==> config.mk <==
export PLATFORM = sky130hd
export DESIGN_NAME = fake16450
export DESIGN_NICKNAME = d
export VERILOG_FILES = /design/src/uartPkg.sv /design/src/regAccessIf.sv /design/src/axiLiteSlave.sv /design/src/uartRegFile.sv /design/src/rxHolding.sv /design/src/txHolding.sv /design/src/interruptCtrl.sv /design/src/fake16450.sv
export VERILOG_INCLUDE_DIRS = /design/src /design/src/src
export SDC_FILE = /design/constraint.sdc
export NUM_CORES = 1
export LEC_CHECK = 0
export BUFFER_PORTS_ARGS = -buffer_cell sky130_fd_sc_hd__buf_2
export CORE_MARGIN = 1.5
export CORE_UTILIZATION = 45
export DETAILED_ROUTE_END_ITERATION = 6
export PLACE_DENSITY = 0.73
export SYNTH_ARGS = -nofsm -noshare
export SYNTH_HDL_FRONTEND = slang
export SYNTH_HIERARCHICAL = 1
export SYNTH_SLANG_ARGS = --single-unit
==> constraint.sdc <==
create_clock -name clk -period 13.5 [get_ports clk]
set_input_delay 1.35 -clock clk [delete_from_list [all_inputs] [get_ports clk]]
set_output_delay 1.35 -clock clk [all_outputs]
set_load 0.01 [all_outputs]
==> src/uart_consts.svh <==
// constants for the bytewise 16450 model
// include in any file that needs addresses, masks, bit positions or IIR codes
`ifndef UART_CONSTS_SVH
`define UART_CONSTS_SVH

`define UART_BASE_ADDR       32'h0000_0000   // 8-byte register window
`define UART_IER_MASK        8'h0f
`define UART_MCR_MASK        8'h1f
`define UART_DLL_RESET       8'h10
`define UART_CYCLES_PER_UNIT 7812            // 9 symbols at 115200, 100 MHz clock

// LCR and IER bit positions
`define UART_LCR_DLAB  7
`define UART_IER_ERBFI 0
`define UART_IER_ETBEI 1
`define UART_IER_ELSI  2
`define UART_IER_EDSSI 3

// MCR bit positions
`define UART_MCR_DTR  0
`define UART_MCR_RTS  1
`define UART_MCR_OUT1 2
`define UART_MCR_OUT2 3
`define UART_MCR_LOOP 4

// IIR values, bit 0 is the active-low pending flag
`define UART_IIR_NONE   8'h01
`define UART_IIR_LINE   8'h06
`define UART_IIR_RXDATA 8'h04
`define UART_IIR_THRE   8'h02
`define UART_IIR_MODEM  8'h00

`endif

==> src/uartPkg.sv <==
// shared types for the UART model
// imported by every block that uses a meaningful width or the interrupt FSM
package uartPkg;

    // register and data path
    typedef logic [7:0] regByte_t;
    typedef logic [15:0] divisor_t;      // {DLM, DLL}

    // AXI-lite bus
    typedef logic [31:0] axiAddr_t;
    typedef logic [31:0] axiData_t;
    typedef logic [3:0] axiStrb_t;

    typedef logic [2:0] regAddr_t;       // byte offset in the window

    // wide enough for 7812 * 16'hffff
    typedef logic [28:0] baudCount_t;

    // interrupt sources in priority order
    typedef enum logic [2:0] {
        sIdle,
        sLineStatus,
        sRxData,
        sThrEmpty,
        sModemStatus
    } intState_t;

endpackage

==> src/regAccessIf.sv <==
// decoded register accesses from the bus slave into the register file
// the slave drives the request side, the register file returns rdData
interface regAccessIf import uartPkg::*; ();

    logic     wrEn;      // one-cycle pulse
    regAddr_t wrAddr;
    axiData_t wrData;
    axiStrb_t wrStrb;

    logic     rdEn;      // one-cycle pulse
    regAddr_t rdAddr;
    axiData_t rdData;    // combinational, sampled on rdEn

    modport bus (
        output wrEn, wrAddr, wrData, wrStrb, rdEn, rdAddr,
        input  rdData
    );

    modport regs (
        input  wrEn, wrAddr, wrData, wrStrb, rdEn, rdAddr,
        output rdData
    );

endinterface

==> src/axiLiteSlave.sv <==
// AXI-lite slave for the UART register window
// one outstanding write and one outstanding read, turned into access pulses
`include "uart_consts.svh"

module axiLiteSlave import uartPkg::*; (
    input  logic     clk,
    input  logic     rst,
    // write address and data
    input  axiAddr_t awaddr_i,
    input  logic     awvalid_i,
    output logic     awready_o,
    input  axiData_t wdata_i,
    input  axiStrb_t wstrb_i,
    input  logic     wvalid_i,
    output logic     wready_o,
    // write response
    output logic [1:0] bresp_o,
    output logic     bvalid_o,
    input  logic     bready_i,
    // read address and data
    input  axiAddr_t araddr_i,
    input  logic     arvalid_i,
    output logic     arready_o,
    output axiData_t rdata_o,
    output logic [1:0] rresp_o,
    output logic     rvalid_o,
    input  logic     rready_i,
    regAccessIf.bus  regBus
);

    localparam axiAddr_t baseAddr = `UART_BASE_ADDR;

    logic wrSel, rdSel;
    logic wrAccept, rdAccept;

    // out-of-window requests are left hanging
    assign wrSel = (awaddr_i[31:3] == baseAddr[31:3]);
    assign rdSel = (araddr_i[31:3] == baseAddr[31:3]);

    // no new request while a response still waits
    assign wrAccept = awvalid_i & wvalid_i & wrSel & ~bvalid_o;
    assign rdAccept = arvalid_i & rdSel & ~rvalid_o;

    assign awready_o = wrAccept;
    assign wready_o  = wrAccept;
    assign arready_o = rdAccept;

    assign regBus.wrEn   = wrAccept;
    assign regBus.wrAddr = awaddr_i[2:0];
    assign regBus.wrData = wdata_i;
    assign regBus.wrStrb = wstrb_i;
    assign regBus.rdEn   = rdAccept;
    assign regBus.rdAddr = araddr_i[2:0];

    assign bresp_o = 2'b00;   // OKAY
    assign rresp_o = 2'b00;

    always_ff @(posedge clk) begin
        if (rst) begin
            bvalid_o <= 1'b0;
            rvalid_o <= 1'b0;
        end else begin
            if (wrAccept)
                bvalid_o <= 1'b1;
            else if (bready_i)
                bvalid_o <= 1'b0;

            if (rdAccept)
                rvalid_o <= 1'b1;
            else if (rready_i)
                rvalid_o <= 1'b0;
        end
    end

    always_ff @(posedge clk) begin
        if (rdAccept)
            rdata_o <= regBus.rdData;   // held until the next read
    end

endmodule

==> src/uartRegFile.sv <==
// programmable registers of the 16450 model and the read data mux
// also produces the read and write side-effect pulses for the other blocks
`include "uart_consts.svh"

module uartRegFile import uartPkg::*; (
    input  logic     clk,
    input  logic     rst,
    regAccessIf.regs regBus,
    output logic     thrWrite_o,
    output regByte_t thrData_o,
    output logic     rbrRead_o,
    output logic     lsrRead_o,
    output logic     msrRead_o,
    output regByte_t ier_o,
    output regByte_t lsr_o,
    output regByte_t msr_o,
    input  regByte_t rbr_i,
    input  logic     dataReady_i,
    input  logic     overrun_i,
    input  logic     thrEmpty_i,
    input  logic     txIdle_i,
    input  regByte_t iir_i,
    output divisor_t divisor_o
);

    regByte_t ier, lcr, mcr, scr, dll, dlm;
    regByte_t rxByte;      // byte 0 of word 0 on a read
    logic     dlab, loop;
    logic     wrLow, rdLow;   // word 0 selected

    assign dlab  = lcr[`UART_LCR_DLAB];
    assign loop  = mcr[`UART_MCR_LOOP];
    assign wrLow = ~regBus.wrAddr[2];
    assign rdLow = ~regBus.rdAddr[2];

    always_ff @(posedge clk) begin
        if (rst) begin
            ier <= '0;
            lcr <= '0;
            mcr <= '0;
            scr <= '0;
            dll <= `UART_DLL_RESET;
            dlm <= '0;
        end else if (regBus.wrEn) begin
            if (wrLow) begin
                if (regBus.wrStrb[0] && dlab)
                    dll <= regBus.wrData[7:0];
                if (regBus.wrStrb[1]) begin
                    if (dlab)
                        dlm <= regBus.wrData[15:8];
                    else
                        ier <= regBus.wrData[15:8] & `UART_IER_MASK;
                end
                // lane 2 would be FCR, no FIFOs here
                if (regBus.wrStrb[3])
                    lcr <= regBus.wrData[31:24];
            end else begin
                if (regBus.wrStrb[0])
                    mcr <= regBus.wrData[7:0] & `UART_MCR_MASK;
                if (regBus.wrStrb[3])
                    scr <= regBus.wrData[31:24];
            end
        end
    end

    // THR lives in txHolding, just pass the byte on
    assign thrWrite_o = regBus.wrEn & wrLow & regBus.wrStrb[0] & ~dlab;
    assign thrData_o  = regBus.wrData[7:0];

    // TEMT, THRE, then OE and DR, error bits never set
    assign lsr_o = {1'b0, thrEmpty_i & txIdle_i, thrEmpty_i, 3'b000, overrun_i, dataReady_i};

    // DCD RI DSR CTS, deltas always zero
    assign msr_o[7] = loop ? mcr[`UART_MCR_OUT2] : 1'b0;
    assign msr_o[6] = loop ? mcr[`UART_MCR_OUT1] : 1'b0;
    assign msr_o[5] = loop ? mcr[`UART_MCR_DTR] : 1'b1;
    assign msr_o[4] = loop ? mcr[`UART_MCR_RTS] : 1'b1;
    assign msr_o[3:0] = 4'b0000;

    assign ier_o     = ier;
    assign divisor_o = {dlm, dll};

    // unaligned reads of word 0 must not pop RBR
    always_comb begin
        if (dlab)
            rxByte = dll;
        else if (regBus.rdAddr == 3'd0)
            rxByte = rbr_i;
        else
            rxByte = '0;
    end

    assign regBus.rdData = rdLow ? {lcr, iir_i, (dlab ? dlm : ier), rxByte}
                                 : {scr, msr_o, lsr_o, mcr};

    assign rbrRead_o = regBus.rdEn & rdLow & ~dlab & (regBus.rdAddr == 3'd0);
    assign msrRead_o = regBus.rdEn & ~rdLow & (regBus.rdAddr != 3'd7);
    assign lsrRead_o = regBus.rdEn & ~rdLow & (regBus.rdAddr < 3'd6);

endmodule

==> src/rxHolding.sv <==
// receive buffer register, loaded by a byte strobe from the far side
// tracks data ready and overrun for LSR
module rxHolding import uartPkg::*; (
    input  logic     clk,
    input  logic     rst,
    input  regByte_t rxData_i,
    input  logic     rxValid_i,
    input  logic     rbrRead_i,
    input  logic     lsrRead_i,
    output regByte_t rbr_o,
    output logic     dataReady_o,
    output logic     overrun_o
);

    always_ff @(posedge clk) begin
        if (rst) begin
            dataReady_o <= 1'b0;
            overrun_o   <= 1'b0;
        end else begin
            if (rxValid_i) begin
                dataReady_o <= 1'b1;   // new byte wins over a read
                if (dataReady_o && !rbrRead_i)
                    overrun_o <= 1'b1; // previous byte lost
            end else if (rbrRead_i) begin
                dataReady_o <= 1'b0;
            end
            if (lsrRead_i)
                overrun_o <= 1'b0;
        end
    end

    always_ff @(posedge clk) begin
        if (rxValid_i)
            rbr_o <= rxData_i;
    end

endmodule

==> src/txHolding.sv <==
// transmit holding register with a counter standing in for the shift time
// a byte leaves as a one-cycle strobe, then the next waits cyclesPerUnit * divisor
`include "uart_consts.svh"

module txHolding import uartPkg::*; #(
    parameter int cyclesPerUnit = `UART_CYCLES_PER_UNIT
) (
    input  logic     clk,
    input  logic     rst,
    input  logic     thrWrite_i,
    input  regByte_t thrData_i,
    input  divisor_t divisor_i,
    output regByte_t txData_o,
    output logic     txValid_o,
    output logic     thrEmpty_o,
    output logic     txIdle_o
);

    localparam baudCount_t unitCycles = baudCount_t'(cyclesPerUnit);

    regByte_t   thr;
    logic       thrFull;
    logic       launch;
    baudCount_t baudCount;

    assign launch = thrFull & (baudCount == '0);

    always_ff @(posedge clk) begin
        if (rst) begin
            thrFull   <= 1'b0;
            baudCount <= '0;
        end else begin
            if (launch)
                thrFull <= 1'b0;
            else if (thrWrite_i)
                thrFull <= 1'b1;   // write while full is dropped

            if (launch)
                baudCount <= unitCycles * baudCount_t'(divisor_i);
            else if (baudCount != '0)
                baudCount <= baudCount - 1'b1;
        end
    end

    always_ff @(posedge clk) begin
        if (thrWrite_i && !thrFull)
            thr <= thrData_i;
    end

    assign txValid_o  = launch;
    assign txData_o   = thr;
    assign thrEmpty_o = ~thrFull;
    assign txIdle_o   = ~launch & (baudCount == '0);   // feeds TEMT

endmodule

==> src/interruptCtrl.sv <==
// interrupt FSM with fixed priority, line status first and modem status last
// a source stays active until serviced or disabled
`include "uart_consts.svh"

module interruptCtrl import uartPkg::*; (
    input  logic     clk,
    input  logic     rst,
    input  regByte_t ier_i,
    input  regByte_t lsr_i,
    input  regByte_t msr_i,
    input  logic     rbrRead_i,
    input  logic     lsrRead_i,
    input  logic     msrRead_i,
    input  logic     thrWrite_i,
    output logic     irq_o,
    output regByte_t iir_o
);

    intState_t state, nextState;

    always_ff @(posedge clk) begin
        if (rst)
            state <= sIdle;
        else
            state <= nextState;
    end

    always_comb begin
        nextState = state;
        case (state)
            sIdle: begin
                if (ier_i[`UART_IER_ELSI] && lsr_i[1])          // OE
                    nextState = sLineStatus;
                else if (ier_i[`UART_IER_ERBFI] && lsr_i[0])    // DR
                    nextState = sRxData;
                else if (ier_i[`UART_IER_ETBEI] && lsr_i[5])    // THRE
                    nextState = sThrEmpty;
                else if (ier_i[`UART_IER_EDSSI] && (msr_i[7:4] != 4'b0000))
                    nextState = sModemStatus;
            end
            sLineStatus:
                if (lsrRead_i || !ier_i[`UART_IER_ELSI])
                    nextState = sIdle;
            sRxData:
                if (rbrRead_i || !ier_i[`UART_IER_ERBFI])
                    nextState = sIdle;
            sThrEmpty:
                if (thrWrite_i || !ier_i[`UART_IER_ETBEI])
                    nextState = sIdle;
            sModemStatus:
                if (msrRead_i || !ier_i[`UART_IER_EDSSI])
                    nextState = sIdle;
            default: nextState = sIdle;
        endcase
    end

    always_comb begin
        case (state)
            sLineStatus:  iir_o = `UART_IIR_LINE;
            sRxData:      iir_o = `UART_IIR_RXDATA;
            sThrEmpty:    iir_o = `UART_IIR_THRE;
            sModemStatus: iir_o = `UART_IIR_MODEM;
            default:      iir_o = `UART_IIR_NONE;
        endcase
    end

    assign irq_o = (state != sIdle);

endmodule

==> src/fake16450.sv <==
// bytewise 16450 UART model behind an AXI-lite port, no serializer
// bytes enter on rxData_i/rxValid_i and leave on txData_o/txValid_o
`include "uart_consts.svh"

module fake16450 import uartPkg::*; #(
    parameter int cyclesPerUnit = `UART_CYCLES_PER_UNIT
) (
    input  logic       clk,
    input  logic       rst,
    input  axiAddr_t   awaddr_i,
    input  logic       awvalid_i,
    output logic       awready_o,
    input  axiData_t   wdata_i,
    input  axiStrb_t   wstrb_i,
    input  logic       wvalid_i,
    output logic       wready_o,
    output logic [1:0] bresp_o,
    output logic       bvalid_o,
    input  logic       bready_i,
    input  axiAddr_t   araddr_i,
    input  logic       arvalid_i,
    output logic       arready_o,
    output axiData_t   rdata_o,
    output logic [1:0] rresp_o,
    output logic       rvalid_o,
    input  logic       rready_i,
    input  regByte_t   rxData_i,
    input  logic       rxValid_i,
    output regByte_t   txData_o,
    output logic       txValid_o,
    output logic       irq_o
);

    regAccessIf regBus ();

    logic     thrWrite, rbrRead, lsrRead, msrRead;
    regByte_t thrData, ier, lsr, msr, rbr, iir;
    logic     dataReady, overrun, thrEmpty, txIdle;
    divisor_t divisor;

    axiLiteSlave axiSlave0 (
        .clk, .rst,
        .awaddr_i, .awvalid_i, .awready_o,
        .wdata_i, .wstrb_i, .wvalid_i, .wready_o,
        .bresp_o, .bvalid_o, .bready_i,
        .araddr_i, .arvalid_i, .arready_o,
        .rdata_o, .rresp_o, .rvalid_o, .rready_i,
        .regBus (regBus.bus)
    );

    uartRegFile regFile0 (
        .clk, .rst,
        .regBus      (regBus.regs),
        .thrWrite_o  (thrWrite),
        .thrData_o   (thrData),
        .rbrRead_o   (rbrRead),
        .lsrRead_o   (lsrRead),
        .msrRead_o   (msrRead),
        .ier_o       (ier),
        .lsr_o       (lsr),
        .msr_o       (msr),
        .rbr_i       (rbr),
        .dataReady_i (dataReady),
        .overrun_i   (overrun),
        .thrEmpty_i  (thrEmpty),
        .txIdle_i    (txIdle),
        .iir_i       (iir),
        .divisor_o   (divisor)
    );

    rxHolding rxHold0 (
        .clk, .rst, .rxData_i, .rxValid_i,
        .rbrRead_i   (rbrRead),
        .lsrRead_i   (lsrRead),
        .rbr_o       (rbr),
        .dataReady_o (dataReady),
        .overrun_o   (overrun)
    );

    txHolding #(.cyclesPerUnit(cyclesPerUnit)) txHold0 (
        .clk, .rst, .txData_o, .txValid_o,
        .thrWrite_i (thrWrite),
        .thrData_i  (thrData),
        .divisor_i  (divisor),
        .thrEmpty_o (thrEmpty),
        .txIdle_o   (txIdle)
    );

    interruptCtrl intCtrl0 (
        .clk, .rst, .irq_o,
        .ier_i      (ier),
        .lsr_i      (lsr),
        .msr_i      (msr),
        .rbrRead_i  (rbrRead),
        .lsrRead_i  (lsrRead),
        .msrRead_i  (msrRead),
        .thrWrite_i (thrWrite),
        .iir_o      (iir)
    );

endmodule

# Word level (Yosys, flattened, before mapping)
# Index checks and enable logic that the tools add are counted.
[totals]
regBits = 126
inputBits = 116
output_inout_bits = 51
[op_classes]
addsub = 1
mul = 1
n_lt_le_gt_ge = 1
eq_ne = 10
muxes = 26
n_bitwise = 24
reduce_logical = 39
[op_table]
columns = ["operator", "n"]
rows = [
  ["logical NOT 29 bit", 3],
  ["two-way mux 29 bit", 2],
  ["two-way mux 32 bit", 1],
  ["nonzero test 29 bit", 1],
  ["subtractor 29 x 1 -> 29 bit, second input constant", 1],
  ["multiplier 11 x 16 -> 27 bit, first input constant", 1],
  ["two-way mux 3 bit", 8],
  ["two-way mux 8 bit", 3],
  ["bitwise AND 1 bit", 17],
  ["one-hot mux 3 bit (5 select lines)", 1],
  ["one-hot mux 3 bit (4 select lines)", 1],
  ["AND reduction 3 bit", 4],
  ["two-way mux 1 bit", 10],
  ["!= test 2 x 1 -> 1 bit, second input constant", 4],
  ["AND reduction 4 bit", 2],
  ["nonzero test 2 bit", 4],
  ["logical AND 1 bit", 7],
  ["NOT 1 bit", 7],
  ["== test 3 x 2 -> 1 bit, second input constant", 2],
  ["logical NOT 1 bit", 6],
  ["logical NOT 3 bit", 2],
  ["!= test 5 x 1 -> 1 bit, second input constant", 1],
  ["AND reduction 5 bit", 1],
  ["logical OR 1 bit", 4],
  ["other kinds (8)", 9],
]

# Depth between registers and ports, before layout
# Gate-level depths: netlist of run 1.
[logic_depth]
ltp_word = 9
mapped_depth = 16
depth_no_buf = 15

# Cells and area by module
# The synthesis of run 1 kept the hierarchy.
[by_module_without_submodules]
columns = ["module", "instances", "cells_per_inst", "area_each_um2", "seq_area_each_um2"]
rows = [
  ["txHolding", 1, 489, 4631.9, 840.8],
  ["uartRegFile", 1, 256, 2423.6, 820.8],
  ["axiLiteSlave", 1, 112, 1565.3, 1001.0],
  ["rxHolding", 1, 16, 319.1, 280.3],
  ["interruptCtrl", 1, 34, 257.7, 60.1],
]

# Worst setup path after synthesis of run 1
# Ideal clock, no wire load.
[synth_timing]
path_type = "register to register"
start = "register regFile0.dll[1]"
end = "register txHold0.baudCount[21]"
setup_ns = 0.129
arrival_time_ns = 4.539
required_time_ns = 13.371
slack_ns = 8.832
path_stages_with_launch = 16
synth_period_minus_slack_ns = 4.668
path_cell_list = "dfxtp_1 -> inv_1 -> fa_1 -> inv_1 -> fa_1 -> fa_1 -> fa_1 -> ha_1 -> ha_1 -> a21o_1 -> a221oi_1 -> a221oi_1 -> o21ai_0 -> nand2b_1 -> xnor2_1 -> o32ai_1"
[synth_via]
elab_chain_len = 2
[synth_rtl]
columns = ["item", "line_no", "rtl"]
rows = [
  ["from (decl)", "uartRegFile.sv:26", "regByte_t ier, lcr, mcr, scr, dll, dlm;"],
  ["from (signal assigned)", "uartRegFile.sv:42", "dll <= `UART_DLL_RESET;"],
  ["from (signal assigned)", "uartRegFile.sv:47", "dll <= regBus.wrData[7:0];"],
  ["multiplier 11 x 16 -> 27 bit", "txHolding.sv:39", "baudCount <= unitCycles * baudCount_t'(divisor_i);"],
  ["two-way mux 29 bit", "txHolding.sv:38", "if (launch)"],
  ["to (signal assigned)", "txHolding.sv:39", ""],
  ["to (signal assigned)", "txHolding.sv:41", "baudCount <= baudCount - 1'b1;"],
  ["to (decl)", "txHolding.sv:24", "baudCount_t baudCount;"],
]
# Every way passes these cells.
# A chain may end at the register's enable or synchronous reset.

# Worst setup path in the final report of run 1
[layout_timing]
start = "register regFile0.dll[6]"
end = "register txHold0.baudCount[26]"
# The elaborated chain is that of the path after synthesis.

==> results of run 1 <==
## flip-flops by register name (all words and copies together), names as in the netlist, 3 cells and up
signal and count:
regFile0/scr 8, regFile0/dlm 8, rxHold0/rbr_o 8, txHold0/txData_o 8, regFile0/ier_o 4, regFile0/mcr 5, axiSlave0/rdata_o 32, txHold0/baudCount 29
intCtrl0/state 3, regFile0/lcr 8, regFile0/dll 8
## where the power goes
| group | switching [mW] | total (mW) | internal (mW) |
|---|---|---|---|
| combinational | 0.184 | 0.311 | 0.127 |
| sequential | 0.0326 | 0.463 | 0.430 |
| clock | 0.183 | 0.464 | 0.280 |
| total | 0.400 | 1.24 | 0.838 |
## critical path: stages, from the launching register on
cell and delay (ns):
sky130_fd_sc_hd__dfxtp_1 0.58, sky130_fd_sc_hd__inv_1 0.21, sky130_fd_sc_hd__fa_1 0.54, sky130_fd_sc_hd__fa_1 0.55, sky130_fd_sc_hd__inv_1 0.05, sky130_fd_sc_hd__fa_1 0.56, sky130_fd_sc_hd__fa_1 0.42, sky130_fd_sc_hd__ha_1 0.32
sky130_fd_sc_hd__ha_1 0.36, sky130_fd_sc_hd__a21oi_1 0.20, sky130_fd_sc_hd__o21ai_0 0.15, sky130_fd_sc_hd__a221oi_1 0.54, sky130_fd_sc_hd__a21oi_1 0.18, sky130_fd_sc_hd__o211a_1 0.27, sky130_fd_sc_hd__nor4_1 0.25, sky130_fd_sc_hd__a311oi_2 0.08
## worst min path at each step
stage,from,endpoint,cells after the start
6_report,regFile0/lcr[1]$_SDFFE_PP0P_,regFile0/lcr[1]$_SDFFE_PP0P_,2
5_1_grt,regFile0/lcr[6]$_SDFFE_PP0P_,regFile0/lcr[6]$_SDFFE_PP0P_,2
4_1_cts,regFile0/lcr[3]$_SDFFE_PP0P_,regFile0/lcr[3]$_SDFFE_PP0P_,2
3_5_place_dp,regFile0/lcr[3]$_SDFFE_PP0P_,regFile0/lcr[3]$_SDFFE_PP0P_,2
3_3_place_gp,regFile0/scr[1]$_SDFFE_PP0P_,regFile0/scr[1]$_SDFFE_PP0P_,2
2_1_floorplan,regFile0/scr[5]$_SDFFE_PP0P_,regFile0/scr[5]$_SDFFE_PP0P_,2
## per-stage QoR
stage          instance area [um^2]  power [mW]  std cells
3_5_place_dp                   9620       0.777       1225
2_1_floorplan                  9040       0.711        889
5_1_grt                       10200        1.31       1257
4_1_cts                       10200        1.24       1257
3_3_place_gp                   9620       0.771       1225
6_report                      10200        1.24       1257
## per-layer routing
metal	share of wire, %	track usage, %
met1	46	25.1
met2	47	31.3
met3	5.0	3.64
met4	2.1	7.07
met5	0	0
## placed cells by master (no fill, tap or decap), types with 6 or more instances in the layout
| master | instances |
|---|---|
| sky130_fd_sc_hd__xor2_1 | 15 |
| sky130_fd_sc_hd__nor4_1 | 19 |
| sky130_fd_sc_hd__and3_1 | 7 |
| sky130_fd_sc_hd__dfxtp_1 | 78 |
| sky130_fd_sc_hd__a211oi_1 | 10 |
| sky130_fd_sc_hd__clkbuf_16 | 17 |
| sky130_fd_sc_hd__nor2b_1 | 9 |
| sky130_fd_sc_hd__nand4_1 | 6 |
| sky130_fd_sc_hd__and2_1 | 7 |
| sky130_fd_sc_hd__edfxtp_1 | 48 |
| sky130_fd_sc_hd__mux2_1 | 10 |
| sky130_fd_sc_hd__buf_2 | 151 |
| sky130_fd_sc_hd__nand2_1 | 40 |
| sky130_fd_sc_hd__inv_1 | 67 |
| sky130_fd_sc_hd__mux2i_1 | 45 |
| sky130_fd_sc_hd__nand3_1 | 13 |
| sky130_fd_sc_hd__nor2_1 | 33 |
| sky130_fd_sc_hd__ha_1 | 80 |
| sky130_fd_sc_hd__fa_1 | 49 |
| sky130_fd_sc_hd__o21ai_0 | 11 |
| sky130_fd_sc_hd__a221o_1 | 6 |
| sky130_fd_sc_hd__conb_1 | 9 |
| sky130_fd_sc_hd__nand2b_1 | 71 |
| sky130_fd_sc_hd__a21o_1 | 11 |
| sky130_fd_sc_hd__xnor2_1 | 20 |
| sky130_fd_sc_hd__nor3_1 | 21 |
| sky130_fd_sc_hd__a21oi_1 | 37 |
## area by class of cell
| class | instances | area, um^2 |
|---|---|---|
| fillers | 1759 | 9310 |
| multi-input cells | 612 | 5260 |
| flip-flops and latches | 126 | 3000 |
| repair buffers | 154 | 778 |
| clock buffers | 19 | 443 |
| well taps | 265 | 332 |
| inverters | 68 | 255 |
| clock inverters | 13 | 154 |
==> metrics.txt, run 1 <==
# TYPE chip_impl_metric gauge
chip_impl_metric{name="hold_viol",unit=""} 0
chip_impl_info{name="tightest_hold_check_type",value="register to register"} 1
chip_impl_metric{name="initialDrtViolationCount",unit=""} 355
chip_impl_metric{name="layout-drive-gt1-share",unit="%"} 20.2
chip_impl_info{name="run_status",value="complete, no violations"} 1
chip_impl_info{name="regToRegStartpoint",value="regFile0/dll[6]$_SDFFE_PP0P_"} 1
chip_impl_metric{name="timing_max_transition_violations_final",unit=""} 0
chip_impl_metric{name="synthCells",unit=""} 882
chip_impl_metric{name="route.antenna.remaining_nets",unit=""} 0
chip_impl_metric{name="max_cap_viol_count",unit=""} 0
chip_impl_metric{name="num_rows",unit=""} 51
chip_impl_metric{name="cts.repair_timing.setup_buffer_count",unit=""} 0
chip_impl_metric{name="die-height",unit="um"} 145
chip_impl_info{name="startpoint",value="regFile0/dll[6]$_SDFFE_PP0P_"} 1
chip_impl_metric{name="synth.avg_cell_area",unit="um^2"} 10.2
chip_impl_metric{name="drt-wirelength-per-cell",unit="um"} 15.8
chip_impl_metric{name="maximum_operating_frequency",unit="GHz"} 0.186
chip_impl_metric{name="place.detailed.hpwl",unit="um"} 14900
chip_impl_metric{name="pre_cts_slack",unit="ns"} 8.22
chip_impl_metric{name="post-route-drc-count",unit=""} 0
chip_impl_metric{name="drt_wl_total",unit="um"} 19900
chip_impl_metric{name="final_net_count",unit=""} 1224
chip_impl_metric{name="gr-usage-all-layers",unit="%"} 19.1
chip_impl_metric{name="cts.hold.buffers_added",unit=""} 0
chip_impl_metric{name="grt_first_pass_wirelength",unit="um"} 30300
chip_impl_metric{name="floorplan.die.width",unit="um"} 145
chip_impl_metric{name="timing.final.setup_violations",unit=""} 0
chip_impl_metric{name="placeableCoreArea",unit="um^2"} 19500
chip_impl_metric{name="clock_sink_count",unit=""} 126
chip_impl_metric{name="clock_insertion_delay_worst_skew",unit="ns"} 0.42
chip_impl_metric{name="reg2regPathDepth",unit=""} 15
chip_impl_metric{name="number_of_iterations_in_the_first_detailed_routing_pass",unit=""} 4
chip_impl_metric{name="period_needed",unit="ns"} 5.38
chip_impl_metric{name="antenna_cells",unit=""} 0
chip_impl_metric{name="worst_slack",unit="ns"} 8.12
chip_impl_metric{name="area_delta_synth_final",unit="%"} 13.4
chip_impl_metric{name="cts.clk_slew.worst_paths",unit="ns"} 0.06
chip_impl_metric{name="skew",unit="ns"} 0.00660
chip_impl_metric{name="post_cts_resized",unit=""} 0
chip_impl_metric{name="tightestPinTransition",unit="ns"} 0.934
chip_impl_info{name="crit_path_end",value="txHold0/baudCount[26]$_SDFFE_PP0N_"} 1
chip_impl_metric{name="ctsLongestPathBuffers",unit=""} 2
chip_impl_metric{name="timing.max_slew.rel_slack",unit="%"} 37.5
chip_impl_info{name="clk_root_buffer_cell",value="sky130_fd_sc_hd__clkbuf_16"} 1
chip_impl_metric{name="finalCritPeriodShare",unit="%"} 39.9
chip_impl_metric{name="gp_routability_congestion",unit=""} 0.892
chip_impl_metric{name="overflow_left_after_global_routing",unit=""} 0
chip_impl_info{name="timing.setup.critical_path_class",value="register to register"} 1
chip_impl_metric{name="port-buffer-count",unit=""} 151
chip_impl_metric{name="finalSetupTns",unit="ns"} 0
chip_impl_info{name="startpoint_type",value="register"} 1
chip_impl_metric{name="number_of_buffers_inserted_during_clock_tree_synthesis",unit=""} 17
chip_impl_metric{name="finish.utilization",unit="%"} 52.3
chip_impl_metric{name="maximum_number_of_pins_on_one_net_before_global_route_repair",unit=""} 102
chip_impl_metric{name="timing.reg2reg.setup_slack",unit="ns"} 8.12
chip_impl_metric{name="pin_count",unit=""} 167
chip_impl_metric{name="cp.required",unit="ns"} 13.80
chip_impl_metric{name="routed-via-count",unit=""} 6567
chip_impl_metric{name="synth-warning-count",unit=""} 6
chip_impl_metric{name="effective_utilization_at_floorplan",unit="%"} 46.2
chip_impl_info{name="cts_tree",value="done"} 1
chip_impl_info{name="rr_endpoint",value="txHold0/baudCount[26]$_SDFFE_PP0N_"} 1
chip_impl_metric{name="clock_tree.htree_level_count",unit=""} 4
chip_impl_info{name="setup_repair_after_global_routing_missed_its_margin",value="no"} 1
chip_impl_metric{name="avgViaCountPerCell",unit=""} 5.22
chip_impl_metric{name="worst-path-max-fanout",unit=""} 6
chip_impl_metric{name="synthesis.area",unit="um^2"} 9010
chip_impl_metric{name="power.density",unit="nW/um^2"} 121
chip_impl_info{name="worstSetupEndpointType",value="register"} 1
chip_impl_metric{name="grt_antenna_before_repair",unit=""} 0
chip_impl_metric{name="first_global_vias",unit=""} 6056
chip_impl_metric{name="dieArea",unit="um^2"} 20900
chip_impl_metric{name="vdd_ir_drop_max",unit="mV"} 0.0890
chip_impl_metric{name="leakagePower",unit="nW"} 4.73
chip_impl_metric{name="cp.arrival",unit="ns"} 5.68
chip_impl_metric{name="finalHoldWorstSlack",unit="ns"} 0.477
Note: power is estimated with default switching activity, not from simulation.
==> run 2: changes to the inputs <==
--- a/config.mk
+++ b/config.mk
@@ -6,11 +6,12 @@
 export SDC_FILE = /design/constraint.sdc
 export NUM_CORES = 1
 export LEC_CHECK = 0
+export ABC_AREA = 1
 export BUFFER_PORTS_ARGS = -buffer_cell sky130_fd_sc_hd__buf_2
 export CORE_MARGIN = 1.5
 export CORE_UTILIZATION = 45
 export DETAILED_ROUTE_END_ITERATION = 6
-export PLACE_DENSITY = 0.73
+export PLACE_DENSITY = 0.75
 export SYNTH_ARGS = -nofsm -noshare
 export SYNTH_HDL_FRONTEND = slang
 export SYNTH_HIERARCHICAL = 1
==> constraint.sdc (replaced) <==
create_clock -name clk -period 4.7 [get_ports clk]
set_input_delay 0.47 -clock clk [delete_from_list [all_inputs] [get_ports clk]]
set_output_delay 0.47 -clock clk [all_outputs]
set_load 0.01 [all_outputs]
==> metrics.txt, run 2 <==
# TYPE chip_impl_metric gauge
chip_impl_metric{name="cp.arrival",unit="ns"} 4.64
chip_impl_metric{name="avgViaCountPerCell",unit=""} 5.01
chip_impl_metric{name="fin_total_pwr",unit="mW"} 4.17
chip_impl_info{name="run_status",value="complete, no violations"} 1
chip_impl_metric{name="worst_path_largest_cell_delay",unit="ns"} 0.56
chip_impl_metric{name="layout-drive-gt1-share",unit="%"} 17.5
chip_impl_metric{name="largest_register_ff_count",unit=""} 32
chip_impl_metric{name="maximum_operating_frequency",unit="GHz"} 0.229
chip_impl_metric{name="number_of_buffers_inserted_during_clock_tree_synthesis",unit=""} 17
chip_impl_info{name="tightest_hold_check_type",value="primary input to register"} 1
chip_impl_info{name="cell_chain_of_the_critical_path",value="inv_1 -> fa_1 -> fa_1 -> inv_1 -> fa_1 -> fa_1 -> ha_1 -> ha_1 -> nand2_1 -> inv_1 -> a21oi_1 -> nand3_1 -> or2_2 -> nand3_1 -> a21oi_1"} 1
chip_impl_metric{name="gp_routability_congestion",unit=""} 0.879
chip_impl_metric{name="placement.cell_area",unit="um^2"} 10600
chip_impl_metric{name="area_delta_synth_final",unit="%"} 13.5
chip_impl_metric{name="skew",unit="ns"} 0.0109
chip_impl_metric{name="finalInstanceArea",unit="um^2"} 11200
chip_impl_metric{name="synth.avg_cell_area",unit="um^2"} 7.50
chip_impl_info{name="worstSetupEndpointType",value="register"} 1
chip_impl_metric{name="post_cts_resized",unit=""} 0
chip_impl_metric{name="overflow_left_after_global_routing",unit=""} 0
chip_impl_metric{name="drt_wl_total",unit="um"} 24000
chip_impl_info{name="reg.largest.list",value="axiSlave0/rdata_o: 32 flops, txHold0/baudCount: 29 flops"} 1
chip_impl_metric{name="synth-warning-count",unit=""} 6
chip_impl_metric{name="hold_path_depth",unit=""} 1
chip_impl_metric{name="ctsLongestPathBuffers",unit=""} 2
chip_impl_metric{name="synthesis.area",unit="um^2"} 9900
chip_impl_info{name="mostFrequentLayoutCells",value="307 x sky130_fd_sc_hd__nand2_1, 204 x sky130_fd_sc_hd__nor2_1, 168 x sky130_fd_sc_hd__inv_1"} 1
chip_impl_metric{name="timing.reg2reg.setup_slack",unit="ns"} 0.33
chip_impl_metric{name="worst-path-max-fanout",unit=""} 4
chip_impl_info{name="path_delay_family",value="adder cells"} 1
chip_impl_metric{name="hold_viol",unit=""} 0
chip_impl_info{name="cts_tree",value="done"} 1
chip_impl_metric{name="drt-wirelength-per-cell",unit="um"} 13.9
chip_impl_metric{name="cts.clk_slew.worst_paths",unit="ns"} 0.06
chip_impl_metric{name="routed-via-count",unit=""} 8649
chip_impl_metric{name="antenna_cells",unit=""} 0
chip_impl_metric{name="post-route-drc-count",unit=""} 0
chip_impl_metric{name="vdd_ir_drop_max",unit="mV"} 0.236
chip_impl_metric{name="critPathBufInv",unit=""} 3
chip_impl_metric{name="num_rows",unit=""} 54
chip_impl_info{name="startpoint_type",value="register"} 1
chip_impl_info{name="hold_end",value="rxHold0/rbr_o[4]$_DFFE_PP_"} 1
chip_impl_info{name="regToRegStartpoint",value="regFile0/dll[5]$_SDFFE_PP0P_"} 1
chip_impl_metric{name="synthCells",unit=""} 1320
chip_impl_metric{name="worst_slack",unit="ns"} 0.334
chip_impl_metric{name="maximum_number_of_pins_on_one_net_before_global_route_repair",unit=""} 49
chip_impl_metric{name="finalSetupTns",unit="ns"} 0
chip_impl_metric{name="effective_utilization_at_floorplan",unit="%"} 45.6
chip_impl_metric{name="route.antenna.remaining_nets",unit=""} 0
chip_impl_metric{name="leakagePower",unit="nW"} 5.59
chip_impl_metric{name="finalHoldWorstSlack",unit="ns"} 0.224
chip_impl_metric{name="timing.max_slew.rel_slack",unit="%"} 28.2
chip_impl_metric{name="place.detailed.hpwl",unit="um"} 18900
chip_impl_info{name="rr_endpoint",value="txHold0/baudCount[18]$_SDFFE_PP0N_"} 1
chip_impl_metric{name="grt_antenna_before_repair",unit=""} 0
chip_impl_metric{name="clock_insertion_delay_worst_skew",unit="ns"} 0.42
chip_impl_metric{name="cp.required",unit="ns"} 4.98
chip_impl_metric{name="cts.hold.buffers_added",unit=""} 0
chip_impl_info{name="most_numerous_cell_on_the_critical_path",value="sky130_fd_sc_hd__fa_1"} 1
chip_impl_metric{name="number_of_iterations_in_the_first_detailed_routing_pass",unit=""} 6
chip_impl_metric{name="clock_tree.htree_level_count",unit=""} 4
chip_impl_info{name="clk_root_buffer_cell",value="sky130_fd_sc_hd__clkbuf_16"} 1
chip_impl_metric{name="die-height",unit="um"} 151
chip_impl_info{name="hp-start",value="rxData_i[4]"} 1
chip_impl_info{name="setup_repair_after_global_routing_missed_its_margin",value="no"} 1
chip_impl_metric{name="grt_first_pass_wirelength",unit="um"} 38400
chip_impl_metric{name="layout.filler_cells",unit=""} 2026
chip_impl_metric{name="period_needed",unit="ns"} 4.37
chip_impl_metric{name="clock_sink_count",unit=""} 126
chip_impl_metric{name="placeableCoreArea",unit="um^2"} 21700
chip_impl_metric{name="power.density",unit="nW/um^2"} 371
chip_impl_info{name="timing.setup.critical_path_class",value="register to register"} 1
chip_impl_metric{name="dieArea",unit="um^2"} 22900
chip_impl_metric{name="cts.repair_timing.setup_buffer_count",unit=""} 0
chip_impl_info{name="mostFrequentLayoutCell",value="sky130_fd_sc_hd__nand2_1"} 1
chip_impl_info{name="cp_slowest_cell",value="sky130_fd_sc_hd__fa_1"} 1
chip_impl_metric{name="timing.final.setup_violations",unit=""} 0
chip_impl_info{name="largest_register",value="axiSlave0/rdata_o"} 1
chip_impl_metric{name="gr-usage-all-layers",unit="%"} 21.5
chip_impl_metric{name="finalCritPeriodShare",unit="%"} 92.9
chip_impl_metric{name="final_net_count",unit=""} 1680
chip_impl_metric{name="pin_count",unit=""} 167
chip_impl_metric{name="timing_max_transition_violations_final",unit=""} 0
chip_impl_metric{name="first_global_vias",unit=""} 8306
chip_impl_metric{name="floorplan.die.width",unit="um"} 151
chip_impl_metric{name="port-buffer-count",unit=""} 151
chip_impl_metric{name="reg2regPathDepth",unit=""} 15
chip_impl_metric{name="max_cap_viol_count",unit=""} 0
chip_impl_metric{name="pre_cts_slack",unit="ns"} 0.378
chip_impl_metric{name="initialDrtViolationCount",unit=""} 453
chip_impl_info{name="startpoint",value="regFile0/dll[5]$_SDFFE_PP0P_"} 1
chip_impl_metric{name="tightestPinTransition",unit="ns"} 1.07
==> run 2: layer usage <==
layer  wire length [um]  GRT usage [%]  share of wire [%]
met5                  0              0                  0
met4                515           7.33                2.1
met3               1530           4.28                6.4
met2              11700           37.0                 49
met1              10200           26.7                 43
==> run 2: worst reg2reg max path, cell delays in order, from the launching register on <==
cell                      delay [ns]
sky130_fd_sc_hd__dfxtp_1        0.35
sky130_fd_sc_hd__inv_1          0.11
sky130_fd_sc_hd__fa_1           0.52
sky130_fd_sc_hd__fa_1           0.56
sky130_fd_sc_hd__inv_1          0.06
sky130_fd_sc_hd__fa_1           0.56
sky130_fd_sc_hd__fa_1           0.42
sky130_fd_sc_hd__ha_1           0.31
sky130_fd_sc_hd__ha_1           0.35
sky130_fd_sc_hd__nand2_1        0.15
sky130_fd_sc_hd__inv_1          0.05
sky130_fd_sc_hd__a21oi_1        0.20
sky130_fd_sc_hd__nand3_1        0.15
sky130_fd_sc_hd__or2_2          0.29
sky130_fd_sc_hd__nand3_1        0.07
sky130_fd_sc_hd__a21oi_1        0.06
==> run 2: through the flow <==
stage	utilization [%]	instances
floorplan	-	1327
global placement	49.0	1696
detailed placement	49.0	1696
CTS	51.8	1728
global route	51.8	1728
finish	51.8	1728
==> run 2: cell type report <==
| cell class | instances | area [um^2] | area share [%] |
|---|---|---|---|
| flip-flops and latches | 126 | 3000 | 26.7 |
| repair buffers | 171 | 906 | 8.06 |
| clock buffers | 18 | 429 | 3.82 |
| clock inverters | 14 | 191 | 1.70 |
| multi-input cells | 947 | 5710 | 50.8 |
| well taps | 280 | 350 | 3.12 |
| inverters | 172 | 646 | 5.74 |
==> run 2: worst max path at each step <==
stage               slack, ns                                 end  depth (start not counted)
detailed placement       0.38  txHold0/baudCount[18]$_SDFFE_PP0N_                         15
finish                   0.33  txHold0/baudCount[18]$_SDFFE_PP0N_                         15
global placement         0.44  txHold0/baudCount[18]$_SDFFE_PP0N_                         15
floorplan                0.53  txHold0/baudCount[18]$_SDFFE_PP0N_                         15
global route             0.07  txHold0/baudCount[24]$_SDFFE_PP0N_                         18
CTS                      0.34  txHold0/baudCount[18]$_SDFFE_PP0N_                         15
==> run 2: where the power goes <==
| group | internal, mW | switching (mW) |
|---|---|---|
| clock network | 0.887 | 0.494 |
| registers | 1.25 | 0.109 |
| logic | 0.524 | 0.900 |
